File: src/source/lcd_test_settings.svh
`ifndef LCD_TEST_SETTINGS_SVH
`define LCD_TEST_SETTINGS_SVH

// --------------------
// display geometry
// --------------------

// default active area, overridden by parameter where needed
`define LCD_H_DISP 640
`define LCD_V_DISP 480

// coordinate width, covers up to 2047 pixels per axis
`define LCD_POS_W 11

// --------------------
// pixel format
// --------------------

// rgb 8|8|8
`define LCD_RGB_W 24

// grid line where low bits of x or y are zero
`define LCD_GRID_BITS 3

`endif

File: src/source/lcd_test_pkg.sv
`default_nettype none

`include "lcd_test_settings.svh"

package lcd_test_pkg;

    // pattern select
    // code 3 unused, falls back to bars
    typedef enum logic [1:0] {
        PAT_BARS = 2'd0,
        PAT_GRID = 2'd1,
        PAT_RAMP = 2'd2
    } pattern_t;

    // --------------------
    // pipeline payloads
    // --------------------

    // scanner output, one raster position
    typedef struct packed {
        logic [`LCD_POS_W-1:0] x;
        logic [`LCD_POS_W-1:0] y;
        logic [7:0]            frame;
        logic                  first;   // pixel (0,0)
    } pixel_pos_t;

    // colour stage output
    typedef struct packed {
        logic [`LCD_POS_W-1:0] x;
        logic [`LCD_POS_W-1:0] y;
        logic                  first;
        logic [`LCD_RGB_W-1:0] rgb;
    } pixel_rgb_t;

    // write request towards sdram controller
    typedef struct packed {
        logic [31:0]           addr;
        logic [`LCD_RGB_W-1:0] data;
        logic                  first;   // controller reloads write address
    } pixel_wr_t;

endpackage

`default_nettype wire

File: src/source/pipe_reg.sv
`timescale 1ns/1ns
`default_nettype none

module pipe_reg #(
    parameter type payload_t = logic
) (
    input  logic     clk,
    input  logic     rst_n,

    // upstream side
    input  logic     in_valid,
    output logic     in_ready,
    input  payload_t in_data,

    // downstream side
    output logic     out_valid,
    input  logic     out_ready,
    output payload_t out_data
);

    logic load;

    // free slot, or slot drains this cycle
    assign in_ready = !out_valid || out_ready;
    assign load     = in_valid && in_ready;

    // occupancy flag
    always_ff @(posedge clk or negedge rst_n)
    begin
        if (!rst_n)
            out_valid <= 1'b0;
        else if (load)
            out_valid <= 1'b1;
        else if (out_ready)
            out_valid <= 1'b0;
    end

    // payload, only written on accept
    always_ff @(posedge clk)
    begin
        if (load)
            out_data <= in_data;
    end

endmodule

`default_nettype wire

File: src/source/pixel_scan.sv
`timescale 1ns/1ns
`default_nettype none

`include "lcd_test_settings.svh"

module pixel_scan #(
    parameter int H_DISP = `LCD_H_DISP,
    parameter int V_DISP = `LCD_V_DISP
) (
    input  logic                    clk,
    input  logic                    rst_n,
    input  logic                    sdram_ready,
    input  logic [7:0]              divide,

    output logic                    pos_valid,
    input  logic                    pos_ready,
    output lcd_test_pkg::pixel_pos_t pos
);

    localparam int POS_W = `LCD_POS_W;
    localparam logic [POS_W-1:0] X_LAST = POS_W'(H_DISP - 1);
    localparam logic [POS_W-1:0] Y_LAST = POS_W'(V_DISP - 1);

    logic [7:0]       pace_cnt;
    logic [POS_W-1:0] x_cnt;
    logic [POS_W-1:0] y_cnt;
    logic [7:0]       frame_cnt;
    logic             issue;

    // --------------------
    // pacing
    // --------------------

    // 0..divide then wrap, >= guards a late shrink of divide
    always_ff @(posedge clk or negedge rst_n)
    begin
        if (!rst_n)
            pace_cnt <= 8'd0;
        else if (pace_cnt >= divide)
            pace_cnt <= 8'd0;
        else
            pace_cnt <= pace_cnt + 8'd1;
    end

    // slot lost if sdram not up or output still held
    assign issue = (pace_cnt == 8'd0) && sdram_ready && (!pos_valid || pos_ready);

    // --------------------
    // raster counters
    // --------------------

    // x first, then y, frame count on wrap
    always_ff @(posedge clk or negedge rst_n)
    begin
        if (!rst_n)
        begin
            x_cnt     <= '0;
            y_cnt     <= '0;
            frame_cnt <= 8'd0;
        end
        else if (issue)
        begin
            if (x_cnt == X_LAST)
            begin
                x_cnt <= '0;
                if (y_cnt == Y_LAST)
                begin
                    y_cnt     <= '0;
                    frame_cnt <= frame_cnt + 8'd1;
                end
                else
                    y_cnt <= y_cnt + 1'b1;
            end
            else
                x_cnt <= x_cnt + 1'b1;
        end
    end

    // output slot valid
    always_ff @(posedge clk or negedge rst_n)
    begin
        if (!rst_n)
            pos_valid <= 1'b0;
        else if (issue)
            pos_valid <= 1'b1;
        else if (pos_ready)
            pos_valid <= 1'b0;
    end

    // output payload
    always_ff @(posedge clk)
    begin
        if (issue)
        begin
            pos.x     <= x_cnt;
            pos.y     <= y_cnt;
            pos.frame <= frame_cnt;
            pos.first <= (x_cnt == '0) && (y_cnt == '0);
        end
    end

endmodule

`default_nettype wire

File: src/source/pattern_color.sv
`timescale 1ns/1ns
`default_nettype none

`include "lcd_test_settings.svh"

module pattern_color #(
    parameter int H_DISP = `LCD_H_DISP
) (
    input  logic                     clk,
    input  logic                     rst_n,
    input  lcd_test_pkg::pattern_t   pattern_sel,

    input  logic                     pos_valid,
    output logic                     pos_ready,
    input  lcd_test_pkg::pixel_pos_t pos,

    output logic                     pix_valid,
    input  logic                     pix_ready,
    output lcd_test_pkg::pixel_rgb_t pix
);

    // --------------------
    // bar colours, rgb 8|8|8
    // --------------------
    localparam logic [23:0] RED     = 24'hFF0000;
    localparam logic [23:0] GREEN   = 24'h00FF00;
    localparam logic [23:0] BLUE    = 24'h0000FF;
    localparam logic [23:0] WHITE   = 24'hFFFFFF;
    localparam logic [23:0] BLACK   = 24'h000000;
    localparam logic [23:0] YELLOW  = 24'hFFFF00;
    localparam logic [23:0] MAGENTA = 24'hFF00FF;
    localparam logic [23:0] CYAN    = 24'h00FFFF;

    logic [31:0]              bar_num;
    logic                     on_grid;
    lcd_test_pkg::pixel_rgb_t pix_next;

    // eight equal bars across the line
    assign bar_num = (32'(pos.x) << 3) / 32'(H_DISP);

    // line every 2^GRID_BITS pixels
    assign on_grid = (pos.x[`LCD_GRID_BITS-1:0] == '0) ||
                     (pos.y[`LCD_GRID_BITS-1:0] == '0);

    always_comb
    begin
        pix_next.x     = pos.x;
        pix_next.y     = pos.y;
        pix_next.first = pos.first;
        case (pattern_sel)
            lcd_test_pkg::PAT_GRID: pix_next.rgb = on_grid ? WHITE : BLACK;
            // x | y | frame in the colour bytes
            lcd_test_pkg::PAT_RAMP: pix_next.rgb = {pos.x[7:0], pos.y[7:0], pos.frame};
            default:
            begin
                case (bar_num[2:0])
                    3'd0:    pix_next.rgb = RED;
                    3'd1:    pix_next.rgb = GREEN;
                    3'd2:    pix_next.rgb = BLUE;
                    3'd3:    pix_next.rgb = WHITE;
                    3'd4:    pix_next.rgb = BLACK;
                    3'd5:    pix_next.rgb = YELLOW;
                    3'd6:    pix_next.rgb = MAGENTA;
                    default: pix_next.rgb = CYAN;
                endcase
            end
        endcase
    end

    // one cycle stage, pattern_sel captured on accept
    pipe_reg #(.payload_t(lcd_test_pkg::pixel_rgb_t)) u_reg (
        .clk       (clk),
        .rst_n     (rst_n),
        .in_valid  (pos_valid),
        .in_ready  (pos_ready),
        .in_data   (pix_next),
        .out_valid (pix_valid),
        .out_ready (pix_ready),
        .out_data  (pix)
    );

endmodule

`default_nettype wire

File: src/source/fb_addr_gen.sv
`timescale 1ns/1ns
`default_nettype none

`include "lcd_test_settings.svh"

module fb_addr_gen #(
    parameter int H_DISP = `LCD_H_DISP
) (
    input  logic                     clk,
    input  logic                     rst_n,

    input  logic                     pix_valid,
    output logic                     pix_ready,
    input  lcd_test_pkg::pixel_rgb_t pix,

    output logic                     wr_valid,
    input  logic                     wr_ready,
    output lcd_test_pkg::pixel_wr_t  wr
);

    logic [31:0]             row_base;
    lcd_test_pkg::pixel_wr_t wr_next;

    // --------------------
    // linear address
    // --------------------

    // start of the line in the frame buffer
    assign row_base = 32'(pix.y) * 32'(H_DISP);

    always_comb
    begin
        wr_next.addr  = row_base + 32'(pix.x);
        wr_next.data  = pix.rgb;
        wr_next.first = pix.first;
    end

    // output slot toward the controller
    pipe_reg #(.payload_t(lcd_test_pkg::pixel_wr_t)) u_reg (
        .clk       (clk),
        .rst_n     (rst_n),
        .in_valid  (pix_valid),
        .in_ready  (pix_ready),
        .in_data   (wr_next),
        .out_valid (wr_valid),
        .out_ready (wr_ready),
        .out_data  (wr)
    );

endmodule

`default_nettype wire

File: src/source/lcd_test_data.sv
`timescale 1ns/1ns
`default_nettype none

`include "lcd_test_settings.svh"

module lcd_test_data #(
    parameter int H_DISP = `LCD_H_DISP,
    parameter int V_DISP = `LCD_V_DISP
) (
    input  logic                    clk,
    input  logic                    rst_n,
    input  logic                    sdram_ready,
    input  logic [7:0]              divide,
    input  lcd_test_pkg::pattern_t  pattern_sel,

    // write request to sdram controller
    output logic                    wr_valid,
    input  logic                    wr_ready,
    output lcd_test_pkg::pixel_wr_t wr
);

    // --------------------
    // stage links
    // --------------------
    logic                     pos_valid;
    logic                     pos_ready;
    lcd_test_pkg::pixel_pos_t pos;
    logic                     pix_valid;
    logic                     pix_ready;
    lcd_test_pkg::pixel_rgb_t pix;

    // paced raster scan
    pixel_scan #(.H_DISP(H_DISP), .V_DISP(V_DISP)) u_scan (
        .clk         (clk),
        .rst_n       (rst_n),
        .sdram_ready (sdram_ready),
        .divide      (divide),
        .pos_valid   (pos_valid),
        .pos_ready   (pos_ready),
        .pos         (pos)
    );

    // position to colour
    pattern_color #(.H_DISP(H_DISP)) u_color (
        .clk         (clk),
        .rst_n       (rst_n),
        .pattern_sel (pattern_sel),
        .pos_valid   (pos_valid),
        .pos_ready   (pos_ready),
        .pos         (pos),
        .pix_valid   (pix_valid),
        .pix_ready   (pix_ready),
        .pix         (pix)
    );

    // colour to write request
    fb_addr_gen #(.H_DISP(H_DISP)) u_addr (
        .clk       (clk),
        .rst_n     (rst_n),
        .pix_valid (pix_valid),
        .pix_ready (pix_ready),
        .pix       (pix),
        .wr_valid  (wr_valid),
        .wr_ready  (wr_ready),
        .wr        (wr)
    );

endmodule

`default_nettype wire

File: config.mk
export PLATFORM = sky130hd
export DESIGN_NAME = lcd_test_data
export DESIGN_NICKNAME = d
export VERILOG_FILES = /design/src/source/lcd_test_pkg.sv /design/src/source/pipe_reg.sv /design/src/source/pixel_scan.sv /design/src/source/pattern_color.sv /design/src/source/fb_addr_gen.sv /design/src/source/lcd_test_data.sv
export VERILOG_INCLUDE_DIRS = /design/src /design/src/source
export SDC_FILE = /design/constraint.sdc
export NUM_CORES = 1
export LEC_CHECK = 0
export BUFFER_PORTS_ARGS = -buffer_cell sky130_fd_sc_hd__buf_2
export CORE_AREA = 2 2 122 124
export DETAILED_ROUTE_END_ITERATION = 6
export DIE_AREA = 0 0 124 126
export PLACE_DENSITY = 0.77
export SLEW_MARGIN = 20
export SYNTH_ARGS = -nofsm -noshare
export SYNTH_HDL_FRONTEND = slang
export SYNTH_SLANG_ARGS = --single-unit
File: constraint.sdc
create_clock -name clk -period 4.05 [get_ports clk]
set_input_delay 0.2025 -clock clk [delete_from_list [all_inputs] [get_ports clk]]
set_output_delay 0.2025 -clock clk [all_outputs]
set_load 0.01 [all_outputs]
# == Yosys cells after proc, flatten, opt, wreduce, memory -nomap -nowiden ==
# Index checks and enable logic that the tools add are counted.
# word_totals
n_memories,0
latchBits,0
ram_bits,0
rom_bits,0
ff_bits,176
out_inout_bits,58
word_cells,71
# op_classes
mux,12
shifts,0
n_eq_ne,10
div_mod_pow,1
n_reduce_logical,23
n_bitwise,0
n_lt_le_gt_ge,1
mul,1
addsub,5
# ops
operator,n
24-bit one-hot mux with 7 select lines,1
24-bit one-hot mux with 2 select lines,1
14-bit by 10-bit divider with 32-bit output (second input constant),1
24-bit 2-to-1 mux,1
11-bit by 1-bit adder with 11-bit output (second input constant),2
21-bit by 11-bit adder with 22-bit output,1
11-bit zero test,2
11-bit 2-to-1 mux,2
8-bit by 1-bit adder with 8-bit output (second input constant),2
11-bit by 3-bit multiplier with 14-bit output (second input constant),1
11-bit by 10-bit equality test with 1-bit output (second input constant),1
11-bit by 9-bit equality test with 1-bit output (second input constant),1
3-bit equality test (second input constant),3
3-bit zero test,3
8-bit greater-or-equal comparator,1
8-bit zero test,1
8-bit 2-to-1 mux,1
3-bit by 2-bit equality test with 1-bit output (second input constant),2
1-bit 2-to-1 mux,6
2-bit nonzero test,3
1-bit logical AND,5
1-bit logical OR,4
3-bit by 1-bit equality test with 1-bit output (second input constant),1
1-bit zero test,3
other kinds (4),4

# == Logic depth before layout (Yosys ltp) ==
# Gate-level depths: netlist (run 1).
# logic_depth
ltp_word,6
depth_mapped,12
depth_no_buf,11

# == Hierarchy ==
# From an unflattened synthesis (run 1), not the netlist that was laid out.
# unflattened
cells_unflattened,617
hier_area_um2,8298.0
# modules_own_cells
mod,instances,cells_per_inst,area_each_um2
pixel_scan,1,259,3245.6
pipe_reg (u_addr.u_reg),1,61,1765.4
pipe_reg (u_color.u_reg),1,51,1465.2
pattern_color,1,145,945.9
fb_addr_gen,1,101,875.8

# == Worst setup path before layout (run 1) ==
# Ideal clock, no wire load.
# synth_timing
kind,reg-to-reg
startpoint,register u_scan.pace_cnt[0]
endpoint,register u_scan.y_cnt[8]
arrival_ns,2.945
slack_ns,0.977
setup_ns,0.128
period_less_slack_ns,3.073
path_stages_with_launch,12
path_cell_list,dfrtp_1 inv_1 ha_1 nor4bb_1 nand3_1 inv_1 clkbuf_1 nand4_1 nor2_1 o21ai_0 nand2_1 o31ai_1
# synth_via
elab_chain_cells,4
# synth_rtl
element,line,rtl
from (decl),pixel_scan.sv:24,logic [7:0] pace_cnt;
from (signal assigned),pixel_scan.sv:42,pace_cnt <= pace_cnt + 8'd1;
8-bit zero test,pixel_scan.sv:46,assign issue = (pace_cnt == 8'd0) && sdram_ready && (!pos_valid || pos_ready);
1-bit logical AND (2 in series),pixel_scan.sv:46,
via u_scan.issue,pixel_scan.sv:28,logic issue;
2-bit AND reduction (no source line),-,
to (signal assigned),pixel_scan.sv:72,y_cnt <= y_cnt + 1'b1;
to (decl),pixel_scan.sv:26,logic [POS_W-1:0] y_cnt;
# The timed path passes the listed nets, and every way through them passes these cells.
# A chain may end at the register's enable or synchronous reset.

==> flow_summary.toml, run 1 <==
[worst_setup_path]
end_kind = "flop"
max_stage_delay_ns = 0.58
path_class = "reg -> reg"
crit_buf_inv = 0
crit_path_frequent_cell = "nand2b_1"
cp.depth = 9
r2r_setup_slack_ns = 0.70
cp-start-kind = "flop"
crit_fanout = 16
cp.arrival_ns = 3.51
crit_slowest_cell = "edfxtp_1"
reg2reg_depth = 9
path_delay_family = "simple AND/OR/NAND/NOR gates"
cp_data_required_time_ns = 4.20
crit_path_cell_trace = "or2_2 -> ha_1 -> nand2b_1 -> nand2b_1 -> a221oi_2 -> o21bai_1 -> a32o_1 -> and3_1 -> a211oi_1"

[power_and_ir_drop]
p_leak_nw = 3.41
ir_drop_mv = 0.295
powerDensity_mw_per_mm2 = 515

[sta]
setup_viol_count_final = 0
skew_ns = 0.00782
final.setup.tns_ns = 0
hold_viol = 0
final.period_utilization_pct = 82.8
slew_headroom_pct = 38.4
rsz0062_at_grt = "no"
slew_viol_final = 0
fmax_ghz = 0.298
fin_crit_ns = 3.35
tightest_slew_ns = 0.924

[synth]
syn_area_per_cell_um2 = 12.7
yosysWarningCount = 0
synthMuxAreaShare_pct = 0.424
synthAdderAreaFrac_pct = 7.05
yosys.area_share.simple_pct = 12.8
synth_top_family_by_area = "simple AND/OR/NAND/NOR gates"
synth_top_area_cell = "edfxtp_1"
synth.yosys.seq_area_share_pct = 62.3
synth_cell_types = 65
ys_seq_elements = 166
syn_area_mm2 = 0.00767
synth_xor_area_share_pct = 4.68
syn-instance-count = 602
synth.area.top_cells = "edfxtp_1 49%, dfrtp_1 13%, ha_1 6.5%"
synth_compound_gate_area_share_pct = 9.44
synth.most_common_cell = "edfxtp_1"
ys.flop_type = "edfxtp_1"
synth_common_cells = "125 x edfxtp_1, 60 x nand2_1, 41 x dfrtp_1"
synth_edf_count = 125
async_flop_share_pct = 24.7
synth_top_area_share_pct = 48.9

[layout]
post-route-util_pct = 60.6
instances_no_fill = 866
seqCellArea_mm2 = 0.00478
nNetsFinal = 725
final_area_mm2 = 0.00867
multi_input_area_mm2 = 0.00268
num-fill-cells = 1092
antenna_cells_inserted = 0
drive_gt1_share_pct = 15.8
area_delta_synth_final_pct = 13.0

[grt]
grt_first_pass_wirelength_um = 22100
gr-total-overflow = 0
grt_use_total_pct = 18.4
antenna_found_initial = 0
grt_max_degree = 48
grt_pass1_vias = 4512

[floorplan]
die_w_um = 124
row_count = 44
num_io_pins = 72
core_region_area_mm2 = 0.0143
start_util_pct = 53.6
die_y_um = 126
dieArea_mm2 = 0.0156

[detailed_routing]
first_pass_iters = 5
antenna_left = 0
wl_met3_um = 559
met2_length_um = 6970
wire_per_inst_um = 15.7
wl_met1_um = 5760
wirelength_um = 13600
drc = 0
highest_layer = "met4"
viasPerCell = 5.54
drtIter0Drc = 345
num_vias = 4799

[cts]
cts.sinks = 166
post_cts_buffers = 0
cts_buffers = 17
clock_path_buffers = 2
clk-insertion-delay-late_ns = 0.42
ctsResizeCount = 0
cts_tree = "done"
cts.htree.levels = 4
cts_root_buf = "clkbuf_16"
ctsHoldBuffers = 1
clk_pin_slew_worst_paths_ns = 0.06

[run]
cap_violations = 0

[place]
post-dp-hpwl_um = 9290
place_inst = 833
gp_congestion = 0.847
place_area_mm2 = 0.00811
io_buffer_count = 61

[outcome]
status = "finished clean"

[hold_path]
hp-class = "in -> reg"
whs_path_depth = 3
## cell families after synthesis
| kind of cell | count (synthesis) |
|---|---|
| AOI/OAI and AO/OA | 111 |
| other | 1 |
| buffers and inverters | 53 |
| and+or+nand+nor | 185 |
| adders and majority gates | 42 |
| DFF | 166 |
| xor gates and xnor gates | 41 |
| muxes | 3 |
## registers in the layout, indices dropped and copies added (netlist names)
name                     cells
u_scan.frame_cnt             8
u_scan.pos_valid             1
u_scan.pos                  31
u_scan.pace_cnt              8
u_scan.y_cnt                11
u_color.u_reg.out_data      47
u_addr.u_reg.out_valid       1
u_color.u_reg.out_valid      1
u_scan.x_cnt                11
u_addr.u_reg.out_data       47
## worst reg2reg max path: stages (launching register included)
cell	delay [ns]
edfxtp_1	0.58
or2_2	0.37
ha_1	0.35
nand2b_1	0.23
nand2b_1	0.18
a221oi_2	0.55
o21bai_1	0.21
a32o_1	0.18
and3_1	0.33
a211oi_1	0.11
## layer usage
layer	track usage [%]	vias to the layer above
met4	7.73	0
met2	30.3	128
met3	4.21	27
met1	23.3	2315
li1	-	2329
met5	0	-
## layout make-up
class	count	share of cell area [%]
Clock buffer	24	5.44
Clock inverter	8	0.866
Inverter	27	1.17
Multi-Input combinational cell	393	30.9
Sequential cell	166	55.1
Tap cell	184	2.66
Timing Repair Buffer	64	3.81
## through the flow
stage / power, mW / setup WS, ns / hold WS (ns)
CTS: 4.49 / 0.741 / 0.0714
global route: 4.70 / 0.506 / 0.125
finish: 4.47 / 0.695 / 0.0876
detailed placement: 3.00 / 0.742 / 0.388
floorplan: 2.79 / 0.977 / -0.0931
global placement: 2.95 / 0.935 / 0.384
## cell usage in the layout, fill, tap and decap left out, drive strengths merged, types with 3 or more instances in the layout
master   Yosys  layout
edfxtp     125     125
buf         17      63
nand2       60      60
dfrtp       41      41
ha          40      40
a21oi       33      33
inv         27      31
nor2        26      26
xnor2       26      26
clkbuf       9      24
o21ai       23      23
nand3       15      15
xor2        15      15
nand2b      14      14
conb         1      11
and3        11      11
a211oi      10      10
nand4       10      10
nor2b        8       8
o31ai        7       7
nor3         6       6
a21o         6       6
nor4         6       6
and2         6       6
or3          5       5
nand3b       4       4
o21bai       4       4
or2          3       3
o21a         3       3
o22ai        3       3
o2111ai      3       3
o211ai       3       3
a31oi        3       3
## where the power goes
group | switching, mW | total [mW] | leakage, nW | internal, mW
registers | 0.138 | 2.21 | 1.66 | 2.07
logic | 0.452 | 0.766 | 1.48 | 0.314
clock network | 0.611 | 1.49 | 0.270 | 0.878
## final timing paths
path | startpoint | end
max in group asynchronous | rst_n | u_scan.y_cnt[2]
min in group asynchronous | rst_n | u_scan.pace_cnt[7]
max | u_scan.pos[28] | u_color.u_reg.out_data[18]
min reg2reg | u_color.u_reg.out_data[15] | u_addr.u_reg.out_data[16]
max reg2reg | u_scan.pos[28] | u_color.u_reg.out_data[18]
min | wr_ready | u_scan.pos_valid
(Power assumes the default switching activity.)
==> run 2, diff against run 1 <==
- clock period: 4.05 -> 3.45 ns (I/O delays scaled with it)
==> run 2 against run 1 <==
Net effect:
- fmax up 6.3%
- sequential share of layout area down 0.54 points
- clock-buffer cell count down 5
- critical path depth unchanged
- sequential power up 17%
- final area up 1.0%
- global-route usage up 0.53 points
- die area unchanged
- first-iteration DRC count up 39%
- clock power up 31%
- final cell count up 0.23%
==> flow_summary.toml, run 2 (synthesis results as in run 1) <==
[place]
io_buffer_count = 61
post-dp-hpwl_um = 9480
place_area_mm2 = 0.00813
gp_congestion = 0.823

[detailed_routing]
num_vias = 4841
wire_per_inst_um = 15.8
viasPerCell = 5.58
antenna_left = 0
first_pass_iters = 5
wirelength_um = 13700
drc = 0
drtIter0Drc = 480

[run]
cap_violations = 0

[sta]
tightest_slew_ns = 1.07
slew_headroom_pct = 28.7
final.period_utilization_pct = 91.5
hold_ws_ns = 0.0478
setup_viol_count_final = 0
fin_crit_ns = 3.16
fmax_ghz = 0.317
skew_ns = 0.00584
hold_viol = 0
slew_viol_final = 0
rsz0062_at_grt = "no"
final.setup.tns_ns = 0

[layout]
multi_input_area_mm2 = 0.00269
layout_commonest_cell = "edfxtp_1"
area_delta_synth_final_pct = 14.1
final_area_mm2 = 0.00876
final_cell_mix = "125 x edfxtp_1, 61 x buf_2, 60 x nand2_1"
nNetsFinal = 727
drive_gt1_share_pct = 16.5
antenna_cells_inserted = 0
seqCellArea_mm2 = 0.00478
num-fill-cells = 1099
reg.largest.list = "u_addr.u_reg.out_data x47, u_color.u_reg.out_data x47, u_scan.pos x31"

[power_and_ir_drop]
pwr-share-comb_pct = 16.7
p_switching_mw = 1.44
switching_share_pct = 26.4
internal_power_mw = 4.01
powerDensity_mw_per_mm2 = 622
ir_drop_mv = 0.362
power_frac_seq_pct = 47.4
p_clk_share_pct = 35.8
p_leak_nw = 3.45

[cts]
cts_root_buf = "clkbuf_16"
cts_buffers = 17
clk-insertion-delay-late_ns = 0.43
clock_path_buffers = 2
cts.sinks = 166
cts_tree = "done"
clk_pin_slew_worst_paths_ns = 0.06
cts.htree.levels = 4

[grt]
grt_util_met1_pct = 22.7
use_met2_pct = 31.9
gr-total-overflow = 0
grt_max_degree = 48
grt_first_pass_wirelength_um = 22700
antenna_found_initial = 0
busiest_layer = "met2"
use_met3_pct = 4.76
grt_use_total_pct = 18.9
grt_pass1_vias = 4830

[worst_setup_path]
cp.arrival_ns = 3.32
crit_fanout = 10
cp_data_required_time_ns = 3.61
cp-start-kind = "flop"
path_class = "reg -> reg"
end_kind = "flop"

[floorplan]
dieArea_mm2 = 0.0156
start_util_pct = 53.6
row_count = 44
die_w_um = 124
die_y_um = 126
num_io_pins = 72
core_region_area_mm2 = 0.0143

[hold_path]
hp-class = "in -> reg"

[outcome]
status = "finished clean"
==> run 2: cell type report <==
class                   instances  area share (%)
multi-input cells             393            30.7
flip-flops and latches        166            54.6
clock buffers                  19            4.94
clock inverters                13            2.04
repair buffers                 66            3.94
well taps                     184            2.63
inverters                      27            1.16
==> run 2: metrics by stage <==
step	utilization, %	worst slack, ns	cells	total power [mW]
floorplan	-	0.377	612	3.27
global placement	56.8	0.511	835	3.47
detailed placement	56.8	0.340	835	3.53
CTS	61.1	0.268	868	5.48
global route	61.2	0.0469	868	5.72
finish	61.2	0.294	868	5.45
==> run 2: worst paths after layout <==
check | from | end | slack (ns) | cells after the start
min in group asynchronous | rst_n | u_scan.pace_cnt[7] | 0.42 | 2
setup reg to reg | u_scan.pos[29] | u_color.u_reg.out_data[11] | 0.29 | 9
setup / recovery | u_scan.pos[29] | u_color.u_reg.out_data[11] | 0.29 | 9
hold reg to reg | u_color.u_reg.out_data[17] | u_addr.u_reg.out_data[18] | 0.42 | 0
max in group asynchronous | rst_n | u_scan.y_cnt[4] | 2.44 | 2
hold / removal | wr_ready | u_addr.u_reg.out_valid | 0.05 | 3
==> run 2: per-layer routing <==
metal	wire, um	up-vias
met5	0	-
met4	328	0
met3	735	31
met2	7120	152
met1	5530	2336
li1	-	2322
==> run 2: power by group through the flow <==
stage               Sequential [mW]  Combinational [mW]  Clock (mW)
finish                         2.58               0.912        1.95
global route                   2.61                1.05        2.07
CTS                            2.59               0.916        1.98
detailed placement             2.62               0.908           0
global placement               2.61               0.856           0
floorplan                      2.60               0.674           0
==> run 2: timing repair <==
item,4_1_cts,5_1_grt
setup buffers,0,0
hold endpoints to repair,41,0
gates resized for setup,0,1
hold buffers,1,0
setup endpoints to repair,0,1
==> run 2: critical path: stages (launching register included) <==
cell and delay (ns):
edfxtp_1 0.38, or2_2 0.32, ha_1 0.36, nand2b_1 0.25
nand2b_1 0.19, a221oi_2 0.60, nand2b_1 0.12, a41o_1 0.27
a21oi_2 0.30, a21oi_1 0.10
==> run 3, diff against run 2 <==
- BUFFER_PORTS_ARGS: -buffer_cell sky130_fd_sc_hd__buf_2 -> -buffer_cell sky130_fd_sc_hd__clkbuf_2
- clock period: 3.45 -> 3.6 ns (I/O delays scaled with it)
==> run 3 against run 2 <==
Net effect:
- utilization shrank 0.65 points
- die area unchanged
- hold slack improved by 0.021 ns
- final cell count is 0.23% lower
- fmax shrank 5.4%
- clock-buffer cell count rose by 1
- combinational power down 5.8%
- final area fell by 1.1%
- sequential power is 4% lower
- clock skew rose by 0.0016 ns
- critical path type unchanged
- critical endpoint is now u_color.u_reg.out_data[18]
- highest routed layer unchanged
==> flow_summary.toml, run 3 (synthesis results as in run 1) <==
[outcome]
status = "finished clean"

[sta]
fin_crit_ns = 3.34
final.period_utilization_pct = 92.7
rsz0062_at_grt = "no"
tightest_slew_ns = 1.10
slew_viol_final = 0
skew_ns = 0.00747
worst_slack_ns = 0.263
hold_viol = 0
final.setup.tns_ns = 0
slew_headroom_pct = 26.7
fmax_ghz = 0.300
setup_viol_count_final = 0

[cts]
clock_path_buffers = 2
cts_root_buf = "clkbuf_16"
cts_buffers = 17
post_cts_buffers = 0
clk_pin_slew_worst_paths_ns = 0.06
cts_tree = "done"
cts.htree.levels = 4
cts.sinks = 166
clk-insertion-delay-late_ns = 0.42

[power_and_ir_drop]
powerDensity_mw_per_mm2 = 578
finalPower_mw = 5.00
p_leak_nw = 3.41
ir_drop_mv = 0.311

[floorplan]
row_count = 44
die_w_um = 124
num_io_pins = 72
core_region_area_mm2 = 0.0143
die_y_um = 126
start_util_pct = 53.6
dieArea_mm2 = 0.0156

[place]
post-place-ws_ns = 0.287
post-dp-hpwl_um = 9390
io_buffer_count = 61
gp_congestion = 0.834

[layout]
final_cell_mix = "125 x edfxtp_1, 60 x nand2_1, 60 x clkbuf_2"
post-route-util_pct = 60.5
layout_commonest_cell = "edfxtp_1"
area_delta_synth_final_pct = 12.9
drive_gt1_share_pct = 16.0
nNetsFinal = 725
antenna_cells_inserted = 0
reg.largest.list = "u_addr.u_reg.out_data x47, u_color.u_reg.out_data x47, u_scan.pos x31"

[detailed_routing]
drtIter0Drc = 368
wire_per_inst_um = 15.8
num_vias = 4787
drc = 0
viasPerCell = 5.53
first_pass_iters = 5
wirelength_um = 13700
antenna_left = 0

[worst_setup_path]
cp_data_required_time_ns = 3.76
cp-start-kind = "flop"
cp.arrival_ns = 3.50
crit_path_end = "u_color.u_reg.out_data[18]"
end_kind = "flop"
r2r_setup_slack_ns = 0.26
cp.depth = 9
reg2reg_depth = 9
crit_buf_inv = 0
crit_slowest_cell = "a221oi_2"
crit_path_cell_trace = "or2_2 -> ha_1 -> nand2b_1 -> nand2b_1 -> a221oi_2 -> o21bai_1 -> a32o_1 -> and3_1 -> a211oi_1"
max_stage_delay_ns = 0.59
r2r-end = "u_color.u_reg.out_data[18]"
path_class = "reg -> reg"
reg2reg_from = "u_scan.pos[28]"
crit_path_start = "u_scan.pos[28]"
crit_fanout = 16
crit_path_frequent_cell = "nand2b_1"
path_delay_family = "simple AND/OR/NAND/NOR gates"

[grt]
grt_first_pass_wirelength_um = 22500
grt_use_total_pct = 18.8
gr-total-overflow = 0
antenna_found_initial = 0
grt_pass1_vias = 4667
grt_max_degree = 48

[run]
cap_violations = 0

[hold_path]
hp-class = "in -> reg"
## run 3: worst min-delay path by stage
stage,startpoint,slack [ns],cells past startpoint,end
after detailed placement,u_color.u_reg.out_data[15],0.41,0,u_addr.u_reg.out_data[16]
after floorplan,rst_n,-0.12,0,u_addr.u_reg.out_valid
after global routing,wr_ready,0.09,3,u_color.u_reg.out_valid
final,wr_ready,0.07,3,u_color.u_reg.out_valid
after global placement,rst_n,0.40,1,u_scan.pace_cnt[1]
after CTS,wr_ready,0.05,3,u_color.u_reg.out_valid
## run 3: area by class of cell
type,instances,area (um2)
Fill cell,1131,5650
Sequential cell,166,4780
Multi-Input combinational cell,393,2680
Clock buffer,20,437
Inverter,27,101
Clock inverter,12,105
Timing Repair Buffer,64,330
Tap cell,184,230
## run 3: through the flow
stage                     area (um2)  std cells  hold slack [ns]
final                           8660        866           0.0690
after global routing            8660        866           0.0868
after CTS                       8660        866           0.0511
after detailed placement        8110        833            0.405
after global placement          8110        833            0.401
after floorplan                 7710        612           -0.116
## run 3: worst min-delay path, stage by stage
cell      delay [ns]
clkbuf_2        0.10
nand3b_1        0.11
nand2b_1        0.06
## run 3: timing repair
item	in CTS	in global routing
hold buffers	1	0
gates resized for setup	0	0
endpoints found under the hold margin	41	0
## run 3: layer usage
layer / share of wire [%] / GRT usage, % / vias to the layer above
met2: 52 / 32.1 / 131
met4: 2.1 / 7.80 / 0
met3: 4.1 / 4.26 / 24
li1: - / - / 2330
met1: 42 / 22.9 / 2302
met5: 0 / 0 / -
## run 3: power breakdown
group,internal [mW],switching [mW]
Clock,0.949,0.714
Sequential,2.33,0.150
Combinational,0.353,0.507
